[src/eth_tx_pkg.sv]
`default_nettype none

package eth_tx_pkg;

    //////////////////////////////
    // Width types
    //////////////////////////////
    typedef logic [7:0]  byte_t;        // One byte on the wire
    typedef logic [31:0] crc_t;         // CRC register and FCS
    typedef logic [10:0] len_t;         // Payload plus pad count, saturates
    typedef logic [10:0] gap_t;         // Phase byte index and gap cycles
    typedef logic [1:0]  link_speed_t;  // 00 10M, 01 100M, 1x 1G
    typedef logic [1:0]  fcs_idx_t;     // FCS byte number, LSB first

    // Frame sequencing states
    typedef enum logic [2:0] {
        IDLE,
        PREAMBLE,
        SFD,
        PAYLOAD,
        PADDING,
        FCS,
        GAP
    } tx_state_t;

    // Source of the next byte on tx_data
    typedef enum logic [2:0] {
        SEL_NONE,
        SEL_PREAMBLE,
        SEL_SFD,
        SEL_DATA,
        SEL_PAD,
        SEL_FCS
    } byte_sel_t;

    //////////////////////////////
    // Ethernet constants
    //////////////////////////////
    localparam byte_t ETH_PREAMBLE = 8'h55;
    localparam byte_t ETH_SFD      = 8'hD5;
    localparam byte_t ETH_PAD      = 8'h00;

    localparam crc_t CRC_INIT = 32'hFFFF_FFFF;
    localparam crc_t CRC_POLY = 32'hEDB8_8320;  // Reflected 802.3 polynomial

    localparam gap_t PREAMBLE_BYTES = 11'd7;

    // 96 bit times at 125 MHz for each link rate
    localparam gap_t GAP_10M  = 11'd1200;
    localparam gap_t GAP_100M = 11'd120;
    localparam gap_t GAP_1G   = 11'd12;

endpackage

`default_nettype wire

[src/crc32_engine.sv]
`timescale 1ns/1ps
`default_nettype none

module crc32_engine import eth_tx_pkg::*; (
    input  wire logic clk,
    input  wire logic reset_n,
    input  wire logic tx_rdy,      // Low freezes the register
    input  wire logic crc_clear,   // Restart at CRC_INIT
    input  wire logic crc_en,      // Fold in frame_byte
    input  wire byte_t frame_byte,
    output crc_t      fcs
);

    crc_t crc_q;  // Running reflected remainder

    // One byte, LSB first, eight shift steps
    function automatic crc_t crc_step(input crc_t c, input byte_t d);
        crc_t r;
        r = c;
        for (int i = 0; i < 8; i++) begin
            if (r[0] ^ d[i])
                r = (r >> 1) ^ CRC_POLY;
            else
                r = r >> 1;
        end
        return r;
    endfunction

    always_ff @(posedge clk) begin
        if (reset_n) begin
            crc_q <= CRC_INIT;
        end else if (tx_rdy) begin
            if (crc_clear)
                crc_q <= CRC_INIT;                  // Start of frame
            else if (crc_en)
                crc_q <= crc_step(crc_q, frame_byte);
        end
    end

    // Final complement, held while crc_en is low
    assign fcs = ~crc_q;

endmodule

`default_nettype wire

[src/tx_frame_counter.sv]
`timescale 1ns/1ps
`default_nettype none

module tx_frame_counter import eth_tx_pkg::*; #(
    parameter int MIN_FRAME_BYTES = 60  // Minimum payload plus pad
) (
    input  wire logic        clk,
    input  wire logic        reset_n,
    input  wire logic        tx_rdy,
    input  wire tx_state_t   state,
    input  wire link_speed_t link_speed,
    output logic             phase_last,       // Terminal count of the phase
    output logic             len_min_reached,  // This byte completes the minimum
    output fcs_idx_t         fcs_idx
);

    gap_t idx_q;    // Byte index inside PREAMBLE, FCS or GAP
    len_t len_q;    // Bytes of payload plus pad already sent
    gap_t gap_len;  // Gap length for the current link rate

    // Gap length by link speed
    always_comb begin
        case (link_speed)
            2'b00:   gap_len = GAP_10M;
            2'b01:   gap_len = GAP_100M;
            default: gap_len = GAP_1G;   // 10 and 11 both gigabit
        endcase
    end

    // Terminal count decode
    always_comb begin
        case (state)
            PREAMBLE: phase_last = (idx_q == PREAMBLE_BYTES - 11'd1);
            FCS:      phase_last = (idx_q == 11'd3);
            GAP:      phase_last = (idx_q == gap_len - 11'd1);
            default:  phase_last = 1'b0;
        endcase
    end

    assign len_min_reached = (len_q >= len_t'(MIN_FRAME_BYTES - 1));
    assign fcs_idx         = idx_q[1:0];  // FCS phase never exceeds 3

    //////////////////////////////
    // Counters
    //////////////////////////////
    always_ff @(posedge clk) begin
        if (reset_n) begin
            idx_q <= '0;
            len_q <= '0;
        end else if (tx_rdy) begin
            // Index restarts whenever the phase ends
            if (phase_last)
                idx_q <= '0;
            else if (state == PREAMBLE || state == FCS || state == GAP)
                idx_q <= idx_q + 11'd1;
            else
                idx_q <= '0;                        // Other phases leave it at zero

            if (state == IDLE)
                len_q <= '0;
            else if ((state == PAYLOAD || state == PADDING) && len_q != '1)
                len_q <= len_q + 11'd1;             // Saturating
        end
    end

endmodule

`default_nettype wire

[src/tx_frame_fsm.sv]
`timescale 1ns/1ps
`default_nettype none

module tx_frame_fsm import eth_tx_pkg::*; (
    input  wire logic clk,
    input  wire logic reset_n,
    input  wire logic tx_rdy,            // PHY advance strobe
    input  wire logic s_tx_axis_tvalid,
    input  wire logic s_tx_axis_tlast,
    input  wire logic phase_last,
    input  wire logic len_min_reached,
    output tx_state_t state,
    output byte_sel_t byte_sel,
    output logic      s_tx_axis_trdy,
    output logic      crc_clear,
    output logic      crc_en,
    output logic      tx_dv,
    output logic      tx_er
);

    tx_state_t state_next;
    logic      dv_next;  // Valid flag for the byte loaded this edge
    logic      er_next;  // Error flag for the byte loaded this edge

    // FIFO may hand over a byte only in PAYLOAD and while the PHY advances
    assign s_tx_axis_trdy = (state == PAYLOAD) && tx_rdy;

    //////////////////////////////
    // Next state and byte control
    //////////////////////////////
    always_comb begin
        state_next = state;
        byte_sel   = SEL_NONE;
        crc_clear  = 1'b0;
        crc_en     = 1'b0;
        dv_next    = 1'b0;
        er_next    = 1'b0;

        case (state)
            IDLE: begin
                if (s_tx_axis_tvalid) begin
                    crc_clear  = 1'b1;        // Fresh CRC per frame
                    state_next = PREAMBLE;
                end
            end
            PREAMBLE: begin
                byte_sel = SEL_PREAMBLE;
                dv_next  = 1'b1;
                if (phase_last)
                    state_next = SFD;
            end
            SFD: begin
                byte_sel   = SEL_SFD;
                dv_next    = 1'b1;
                state_next = PAYLOAD;
            end
            PAYLOAD: begin
                dv_next = 1'b1;
                if (s_tx_axis_tvalid) begin
                    byte_sel = SEL_DATA;
                    crc_en   = 1'b1;
                    if (s_tx_axis_tlast)
                        state_next = len_min_reached ? FCS : PADDING;
                end else begin
                    // Underrun, flag this byte and skip the FCS
                    byte_sel   = SEL_PAD;
                    er_next    = 1'b1;
                    state_next = GAP;
                end
            end
            PADDING: begin
                byte_sel = SEL_PAD;
                crc_en   = 1'b1;              // Pad is covered by the FCS
                dv_next  = 1'b1;
                if (len_min_reached)
                    state_next = FCS;
            end
            FCS: begin
                byte_sel = SEL_FCS;
                dv_next  = 1'b1;
                if (phase_last)
                    state_next = GAP;
            end
            GAP: begin
                if (phase_last)
                    state_next = IDLE;        // Line idle long enough
            end
            default: state_next = IDLE;
        endcase
    end

    // State and line flags, all frozen while tx_rdy is low
    always_ff @(posedge clk) begin
        if (reset_n) begin
            state <= IDLE;
            tx_dv <= 1'b0;
            tx_er <= 1'b0;
        end else if (tx_rdy) begin
            state <= state_next;
            tx_dv <= dv_next;   // Lines up with tx_data in the mux
            tx_er <= er_next;
        end
    end

endmodule

`default_nettype wire

[src/tx_byte_mux.sv]
`timescale 1ns/1ps
`default_nettype none

module tx_byte_mux import eth_tx_pkg::*; (
    input  wire logic      clk,
    input  wire logic      reset_n,
    input  wire logic      tx_rdy,
    input  wire byte_sel_t byte_sel,
    input  wire byte_t     s_tx_axis_tdata,
    input  wire crc_t      fcs,
    input  wire fcs_idx_t  fcs_idx,
    output byte_t          frame_byte,  // Byte the CRC absorbs
    output byte_t          tx_data
);

    byte_t byte_next;  // Value loaded into tx_data at the next advance

    // Only payload or pad reaches the CRC
    assign frame_byte = (byte_sel == SEL_DATA) ? s_tx_axis_tdata : ETH_PAD;

    //////////////////////////////
    // Byte select
    //////////////////////////////
    always_comb begin
        case (byte_sel)
            SEL_PREAMBLE: byte_next = ETH_PREAMBLE;
            SEL_SFD:      byte_next = ETH_SFD;
            SEL_DATA:     byte_next = s_tx_axis_tdata;
            SEL_PAD:      byte_next = ETH_PAD;
            SEL_FCS:      byte_next = fcs[8*fcs_idx +: 8];  // LSB first
            default:      byte_next = ETH_PAD;              // Idle line
        endcase
    end

    // Single output stage
    always_ff @(posedge clk) begin
        if (reset_n)
            tx_data <= '0;
        else if (tx_rdy)
            tx_data <= byte_next;
    end

endmodule

`default_nettype wire

[src/eth_tx_mac.sv]
`timescale 1ns/1ps
`default_nettype none

module eth_tx_mac import eth_tx_pkg::*; #(
    parameter int MIN_FRAME_BYTES = 60
) (
    input  wire logic        clk,
    input  wire logic        reset_n,

    // FIFO side
    input  wire byte_t       s_tx_axis_tdata,
    input  wire logic        s_tx_axis_tvalid,
    input  wire logic        s_tx_axis_tlast,
    output logic             s_tx_axis_trdy,

    // PHY side
    input  wire logic        tx_rdy,
    output byte_t            tx_data,
    output logic             tx_dv,
    output logic             tx_er,

    // Configuration
    input  wire link_speed_t link_speed
);

    tx_state_t state;
    byte_sel_t byte_sel;
    fcs_idx_t  fcs_idx;
    logic      phase_last;
    logic      len_min_reached;
    logic      crc_clear;
    logic      crc_en;
    byte_t     frame_byte;   // Payload or pad into the CRC
    crc_t      fcs;

    //////////////////////////////
    // Sequencing
    //////////////////////////////
    tx_frame_fsm u_fsm (
        .clk              (clk),
        .reset_n          (reset_n),
        .tx_rdy           (tx_rdy),
        .s_tx_axis_tvalid (s_tx_axis_tvalid),
        .s_tx_axis_tlast  (s_tx_axis_tlast),
        .phase_last       (phase_last),
        .len_min_reached  (len_min_reached),
        .state            (state),
        .byte_sel         (byte_sel),
        .s_tx_axis_trdy   (s_tx_axis_trdy),
        .crc_clear        (crc_clear),
        .crc_en           (crc_en),
        .tx_dv            (tx_dv),
        .tx_er            (tx_er)
    );

    tx_frame_counter #(
        .MIN_FRAME_BYTES (MIN_FRAME_BYTES)
    ) u_counter (
        .clk             (clk),
        .reset_n         (reset_n),
        .tx_rdy          (tx_rdy),
        .state           (state),
        .link_speed      (link_speed),
        .phase_last      (phase_last),
        .len_min_reached (len_min_reached),
        .fcs_idx         (fcs_idx)
    );

    //////////////////////////////
    // Datapath
    //////////////////////////////
    tx_byte_mux u_mux (
        .clk             (clk),
        .reset_n         (reset_n),
        .tx_rdy          (tx_rdy),
        .byte_sel        (byte_sel),
        .s_tx_axis_tdata (s_tx_axis_tdata),
        .fcs             (fcs),
        .fcs_idx         (fcs_idx),
        .frame_byte      (frame_byte),
        .tx_data         (tx_data)
    );

    crc32_engine u_crc (
        .clk        (clk),
        .reset_n    (reset_n),
        .tx_rdy     (tx_rdy),
        .crc_clear  (crc_clear),
        .crc_en     (crc_en),
        .frame_byte (frame_byte),
        .fcs        (fcs)
    );

endmodule

`default_nettype wire

[config.mk]
export PLATFORM = sky130hd
export DESIGN_NAME = eth_tx_mac
export DESIGN_NICKNAME = d
export VERILOG_FILES = /design/src/eth_tx_pkg.sv /design/src/crc32_engine.sv /design/src/tx_frame_counter.sv /design/src/tx_frame_fsm.sv /design/src/tx_byte_mux.sv /design/src/eth_tx_mac.sv
export SDC_FILE = /design/constraint.sdc
export NUM_CORES = 1
export LEC_CHECK = 0
export BUFFER_PORTS_ARGS = -buffer_cell sky130_fd_sc_hd__buf_2
export CORE_ASPECT_RATIO = 0.75
export CORE_MARGIN = 2
export CORE_UTILIZATION = 35
export CTS_BUF_LIST = sky130_fd_sc_hd__clkbuf_8
export CTS_CLUSTER_DIAMETER = 120
export DETAILED_ROUTE_END_ITERATION = 8
export PLACE_DENSITY = 0.61
export REMOVE_ABC_BUFFERS = 1
export SLEW_MARGIN = 5
export SYNTH_ARGS = -nofsm -noshare
export SYNTH_HDL_FRONTEND = slang
export SYNTH_SLANG_ARGS = --single-unit
[constraint.sdc]
create_clock -name clk -period 4.17 [get_ports clk]
set_input_delay 0.2085 -clock clk [delete_from_list [all_inputs] [get_ports clk]]
set_output_delay 0.2085 -clock clk [all_outputs]
set_load 0.005 [all_outputs]
==> impl_metrics.env, run 1 <==
export IMPL_status="complete, no violations"
export IMPL_place_gp_congestion=0.8916
export IMPL_r2r_start="u_fsm.state[1]$_SDFFE_PP0P_"
export IMPL_timing_critical_path_from="u_fsm.state[1]$_SDFFE_PP0P_"
export IMPL_wl_per_cell_um=17.15
export IMPL_ff2ff_path_depth=8
export IMPL_clkTransAtPathRegs_ns=0.07
export IMPL_cp_num_cells=8
export IMPL_nets=513
export IMPL_skew_ns=0.008670
export IMPL_postCtsSetupBuffers=0
export IMPL_p_leak_nw=1.905
export IMPL_drt_pre_antenna_iters=5
export IMPL_cp_start_kind="register"
export IMPL_crit_fanout=17
export IMPL_crit_end="u_crc.crc_q[14]$_SDFFE_PP1P_"
export IMPL_initial_core_util_pct=35.44
export IMPL_finalHoldViolations=0
export IMPL_synth_warning_count=0
export IMPL_crit_buf_inv=1
export IMPL_dpl_hpwl_um=8359
export IMPL_vdd_drop_max_uv=241.9
export IMPL_cts_resized=0
export IMPL_slowest_stage="or4b_4"
export IMPL_antenna_found_initial=0
export IMPL_period_share_pct=82.17
export IMPL_tightest_slew_ns=0.8547
export IMPL_final_cell_mix="67 x dfxtp_1, 61 x nor2_1, 29 x xnor2_1, 26 x xor2_1, 25 x buf_2"
export IMPL_grt_max_degree=38
export IMPL_grt_pass1_wl_um=18950
export IMPL_cts_tree="done"
export IMPL_clock_path_buffers=2
export IMPL_synth_edf_count=0
export IMPL_cp_slowest_stage_delay_ns=0.67
export IMPL_core_area_um2=12840
export IMPL_cp_cell_sequence="inv_1 -> ha_1 -> or4b_4 -> o31ai_1 -> and2_0 -> xnor3_1 -> o22ai_1 -> nand2b_1"
export IMPL_vias_per_cell=5.464
export IMPL_dp_cells=654
export IMPL_cap_violations=0
export IMPL_cp_top_family="simple AND/OR/NAND/NOR gates"
export IMPL_routed_wl_um=11490
export IMPL_finalWorstPathRequiredPeriod_ns=3.426
export IMPL_synthCells=485
export IMPL_clk_latency_ns=0.36
export IMPL_root_buffer="clkbuf_8"
export IMPL_hold_class="in -> reg"
export IMPL_max_slew_margin_rel_pct=42.94
export IMPL_io_buffer_count=25
export IMPL_syn_avg_cell_area_um2=9.380
export IMPL_grt_overflow_total=0
export IMPL_timing_rr_end="u_crc.crc_q[14]$_SDFFE_PP1P_"
export IMPL_cts_hold_buffers=0
export IMPL_utilization_pct=38.81
export IMPL_synth_flop_cell="dfxtp_1"
export IMPL_finalSetupTns_ns=0
export IMPL_fmax_mhz=291.9
export IMPL_crit_path_end_kind="register"
export IMPL_report_final_slew_viol_count=0
export IMPL_antenna_diode_count=0
export IMPL_arrival_ns=3.67
export IMPL_grtUsageTotal_pct=17.53
export IMPL_finalSetupViolCount=0
export IMPL_drt_initial_drc_count=271
export IMPL_die_h_um=102.7
export IMPL_die_area_um2=13940
export IMPL_r2r_slack_ns=0.74
export IMPL_async_flop_share_pct=0
export IMPL_grt_pass1_vias=3622
export IMPL_ys_ff_latch=67
export IMPL_finalNonFillerCells=670
export IMPL_grt_setup_unrepaired="false"
export IMPL_final_common_cell="dfxtp_1"
export IMPL_core_rowCount=36
export IMPL_ant_nets=0
export IMPL_netlist_area_um2=4549
export IMPL_crit_type="reg -> reg"
export IMPL_syn_to_final_growth_pct=9.516
export IMPL_drc=0
export IMPL_htreeDepth=3
export IMPL_cts_buffers=9
export IMPL_synth_seq_area_share_pct=29.48
export IMPL_drive_gt1_share_pct=14.83
export IMPL_synthDistinctLibCells=64
export IMPL_numClockSinks=67
export IMPL_worst_ep_required_time_ns=4.42
export IMPL_io_pins=26
export IMPL_die_w_um=135.6
export IMPL_power_density_nw_per_um2=460.0
export IMPL_vias=3661
==> final cells by class <==
type	count	area [um2]
Inverter	6	22.52
Tap cell	171	214.0
Sequential cell	67	1341
Timing Repair Buffer	31	170.2
Fill cell	1283	7855
Multi-Input combinational cell	379	3040
Clock inverter	6	56.30
Clock buffer	10	137.6
==> synthesized netlist by cell type (3+ instances only) <==
library cell / number / share of area (%)
nand4_1: 13 / 1.8
nand3_1: 13 / 1.4
buf_1: 4 / 0.33
mux4_2: 8 / 4.0
xnor3_1: 22 / 11
a31oi_1: 11 / 1.5
and3_1: 8 / 1.1
o21a_1: 3 / 0.50
nor2_1: 61 / 5.0
inv_1: 6 / 0.50
xnor2_1: 29 / 5.6
nand2_1: 20 / 1.7
nand3b_1: 3 / 0.50
buf_6: 3 / 0.74
and3b_1: 3 / 0.58
dfxtp_1: 67 / 29
and2_1: 7 / 0.96
o211ai_1: 6 / 0.99
or3_1: 5 / 0.69
or2_1: 3 / 0.41
nor3b_1: 3 / 0.50
nand2b_1: 15 / 2.1
ha_1: 4 / 1.1
o21ai_0: 12 / 1.3
nor3_1: 8 / 0.88
o22ai_1: 12 / 1.7
clkbuf_1: 24 / 2.0
a21oi_1: 19 / 2.1
xor2_1: 26 / 5.0
or2_2: 8 / 1.1
a211oi_1: 8 / 1.3
xor3_1: 6 / 3.1
==> metal layers <==
metal / GRT usage, % / routed length [um]
met1: 23.55 / 5433
met2: 28.32 / 5311
met3: 3.982 / 554
met4: 5.609 / 191
met5: 0 / 0
==> worst reg2reg max path, cell delays in order (launching register included) <==
cell and delay (ns):
dfxtp_1 0.63, inv_1 0.16, ha_1 0.41, or4b_4 0.67
o31ai_1 0.49, and2_0 0.32, xnor3_1 0.43, o22ai_1 0.12
nand2b_1 0.08
==> flip-flops by register name, indices dropped and copies added, names as in the netlist <==
name             count
u_counter.len_q     11
u_mux.tx_data        8
u_fsm.tx_dv          1
u_fsm.state          3
u_fsm.tx_er          1
u_crc.crc_q         32
u_counter.idx_q     11
==> worst min-delay path by stage <==
stage / from / to / slack, ns / depth (start not counted)
6_report: s_tx_axis_tdata[6] / u_mux.tx_data[6]$_SDFFE_PP0P_ / 0.25 / 3
3_5_place_dp: u_fsm.tx_er$_SDFFE_PP0P_ / u_fsm.tx_er$_SDFFE_PP0P_ / 0.45 / 2
5_1_grt: s_tx_axis_tdata[6] / u_mux.tx_data[6]$_SDFFE_PP0P_ / 0.27 / 3
4_1_cts: s_tx_axis_tdata[6] / u_mux.tx_data[6]$_SDFFE_PP0P_ / 0.23 / 3
3_3_place_gp: u_fsm.tx_er$_SDFFE_PP0P_ / u_fsm.tx_er$_SDFFE_PP0P_ / 0.45 / 2
2_1_floorplan: reset_n / u_counter.idx_q[0]$_SDFFE_PP0P_ / 0.28 / 1
==> power by group <==
part	switching, W	internal (W)	total [W]	leakage (nW)
Clock	0.000256	0.000287	0.000542	0.103
Combinational	0.000418	0.000524	0.000942	1.26
Sequential	0.0000986	0.000709	0.000807	0.546
Total	0.000772	0.00152	0.00229	1.91
==> through the flow <==
step	hold WS (ns)	setup WS [ns]	cell area (um2)	total power [W]
2_1_floorplan	0.2776	0.5955	4400	0.001543
3_3_place_gp	0.4530	0.9363	4788	0.001735
3_5_place_dp	0.4532	0.8166	4788	0.001755
4_1_cts	0.2317	0.7872	4982	0.002303
5_1_grt	0.2651	0.5042	4982	0.002425
6_report	0.2477	0.7436	4982	0.002292
==> kinds of logic (layout without fill, tap and decap cells) <==
logic type                 after synthesis  after routing  synth area share [%]
and+or+nand+nor                        187            187                 22.44
AOI/OAI and AO/OA                       93             93                 13.48
xor gates and xnor gates                85             85                 25.33
DFF                                     67             67                 29.48
buffers and inverters                   39             53                 3.768
muxes                                   10             10                 4.400
adders and majority gates                4              4                 1.100
(Power assumes the default switching activity.)
==> run 2: changes to the inputs <==
Clock period 4.17 ns to 3.5 ns, I/O delays scaled along.
==> impl_metrics.env, run 2 (same netlist as run 1, synthesis figures left out) <==
export IMPL_status="complete, no violations"
export IMPL_cp_slowest_stage_delay_ns=0.67
export IMPL_report_final_slew_viol_count=0
export IMPL_nets=517
export IMPL_ant_nets=0
export IMPL_vias=3642
export IMPL_crit_fanout=14
export IMPL_finalSetupTns_ns=0
export IMPL_cts_hold_buffers=0
export IMPL_final_cell_mix="67 x dfxtp_1, 61 x nor2_1, 29 x xnor2_1, 26 x xor2_1, 25 x buf_2"
export IMPL_die_w_um=135.6
export IMPL_cp_start_kind="register"
export IMPL_finalHoldViolations=0
export IMPL_grt_pass1_wl_um=19090
export IMPL_die_area_um2=13940
export IMPL_arrival_ns=3.23
export IMPL_p_leak_nw=1.924
export IMPL_grt_setup_unrepaired="false"
export IMPL_place_gp_congestion=0.8570
export IMPL_io_buffer_count=25
export IMPL_htreeDepth=3
export IMPL_slowest_stage="or4b_4"
export IMPL_finalNonFillerCells=673
export IMPL_crit_path_end_kind="register"
export IMPL_dp_cells=658
export IMPL_cp_num_cells=8
export IMPL_routed_wl_um=11840
export IMPL_syn_to_final_growth_pct=9.763
export IMPL_p_clk_share_pct=22.7
export IMPL_cts_tree="done"
export IMPL_vdd_drop_max_uv=280.1
export IMPL_clkTransAtPathRegs_ns=0.08
export IMPL_fin_worst_hold_slack_ns=0.2176
export IMPL_crit_type="reg -> reg"
export IMPL_finalWorstPathRequiredPeriod_ns=2.976
export IMPL_antenna_found_initial=0
export IMPL_pwr_share_seq_pct=35.1
export IMPL_final_common_cell="dfxtp_1"
export IMPL_hold_class="in -> reg"
export IMPL_antenna_diode_count=0
export IMPL_grt_pass1_vias=3526
export IMPL_crit_buf_inv=1
export IMPL_cts_buffers=9
export IMPL_swShare_pct=33.78
export IMPL_vias_per_cell=5.412
export IMPL_postCtsSetupBuffers=0
export IMPL_tightest_slew_ns=0.9280
export IMPL_die_h_um=102.7
export IMPL_drt_met1_wl_um=5736
export IMPL_io_pins=26
export IMPL_drt_pre_antenna_iters=5
export IMPL_clk_latency_ns=0.35
export IMPL_max_flop_register="u_crc.crc_q"
export IMPL_drt_initial_drc_count=356
export IMPL_dpl_hpwl_um=8398
export IMPL_root_buffer="clkbuf_8"
export IMPL_drive_gt1_share_pct=14.94
export IMPL_ff2ff_path_depth=8
export IMPL_hold_depth=3
export IMPL_drc=0
export IMPL_routed_wl_met3_um=613
export IMPL_wl_per_cell_um=17.59
export IMPL_met2WireLength_um=5393
export IMPL_core_rowCount=36
export IMPL_grtUsageTotal_pct=17.84
export IMPL_numClockSinks=67
export IMPL_period_share_pct=85.03
export IMPL_cts_resized=0
export IMPL_top_layer="met4"
export IMPL_skew_ns=0.01075
export IMPL_cp_cell_sequence="inv_1 -> ha_1 -> or4b_4 -> o31ai_1 -> and2_0 -> xnor3_1 -> o22ai_1 -> nand2b_1"
export IMPL_power_density_nw_per_um2=542.5
export IMPL_core_area_um2=12840
export IMPL_p_sw_w=0.0009150
export IMPL_largestRegisters="u_crc.crc_q: 32 flops, u_counter.idx_q: 11 flops, u_counter.len_q: 11 flops"
export IMPL_max_slew_margin_rel_pct=38.05
export IMPL_fmax_mhz=336.0
export IMPL_cap_violations=0
export IMPL_cp_top_family="simple AND/OR/NAND/NOR gates"
export IMPL_finalSetupViolCount=0
export IMPL_p_int_w=0.001794
export IMPL_initial_core_util_pct=35.44
export IMPL_grt_overflow_total=0
export IMPL_grt_max_degree=41
export IMPL_finalPower_w=0.002709
export IMPL_clock_path_buffers=2
export IMPL_worst_ep_required_time_ns=3.75
export IMPL_p_comb_share_pct=42.2
export IMPL_largest_register_ffs=32
## run 2: cell count changes in the layout (fill, tap and decap cells not counted)
cell | before | now
inv_1 | 7 | 9
clkbuf_8 | 10 | 9
clkinv_2 | 3 | 2
clkinvlp_4 | 1 | 0
buf_4 | 6 | 10
## run 2: layer usage
| metal | vias up | GRT usage [%] |
|---|---|---|
| met1 | 1762 | 25.03 |
| met5 | - | 0 |
| met4 | 0 | 3.365 |
| met3 | 10 | 3.786 |
| met2 | 103 | 28.79 |
| li1 | 1767 | - |
## run 2: path summary, 6_finish.rpt
kind | end | start | slack, ns
setup reg to reg | u_crc.crc_q[14]$_SDFFE_PP1P_ | u_fsm.state[1]$_SDFFE_PP0P_ | 0.52
hold / removal | u_fsm.tx_er$_SDFFE_PP0P_ | s_tx_axis_tvalid | 0.22
setup / recovery | u_crc.crc_q[14]$_SDFFE_PP1P_ | u_fsm.state[1]$_SDFFE_PP0P_ | 0.52
hold reg to reg | u_fsm.tx_er$_SDFFE_PP0P_ | u_fsm.tx_er$_SDFFE_PP0P_ | 0.46
## run 2: area by class of cell
type / instances / area, um2
Clock buffer: 9 / 123.9
Clock inverter: 6 / 51.30
Sequential cell: 67 / 1341
Inverter: 6 / 22.52
Multi-Input combinational cell: 379 / 3040
Timing Repair Buffer: 35 / 200.2
Fill cell: 1298 / 7844
Tap cell: 171 / 214.0
## run 2: power groups by stage
stage               sequential, W  clock [W]  combinational, W
finish                   0.000950   0.000615           0.00114
CTS                      0.000949   0.000628           0.00115
global route             0.000962   0.000664           0.00124
detailed placement       0.000966          0           0.00114
global placement         0.000960          0           0.00113
floorplan                0.000938          0          0.000900
## run 2: metrics by stage
step	setup WS, ns	area, um2	utilization, %
floorplan	-0.07453	4400	-
global placement	0.6308	4818	37.53
detailed placement	0.5481	4818	37.53
CTS	0.5281	4994	38.90
global route	0.3753	4994	38.90
finish	0.5240	4994	38.90
## run 2: worst min-delay path, stage by stage
cell      delay, ns
buf_2          0.16
nand3b_1       0.13
a21oi_1        0.06
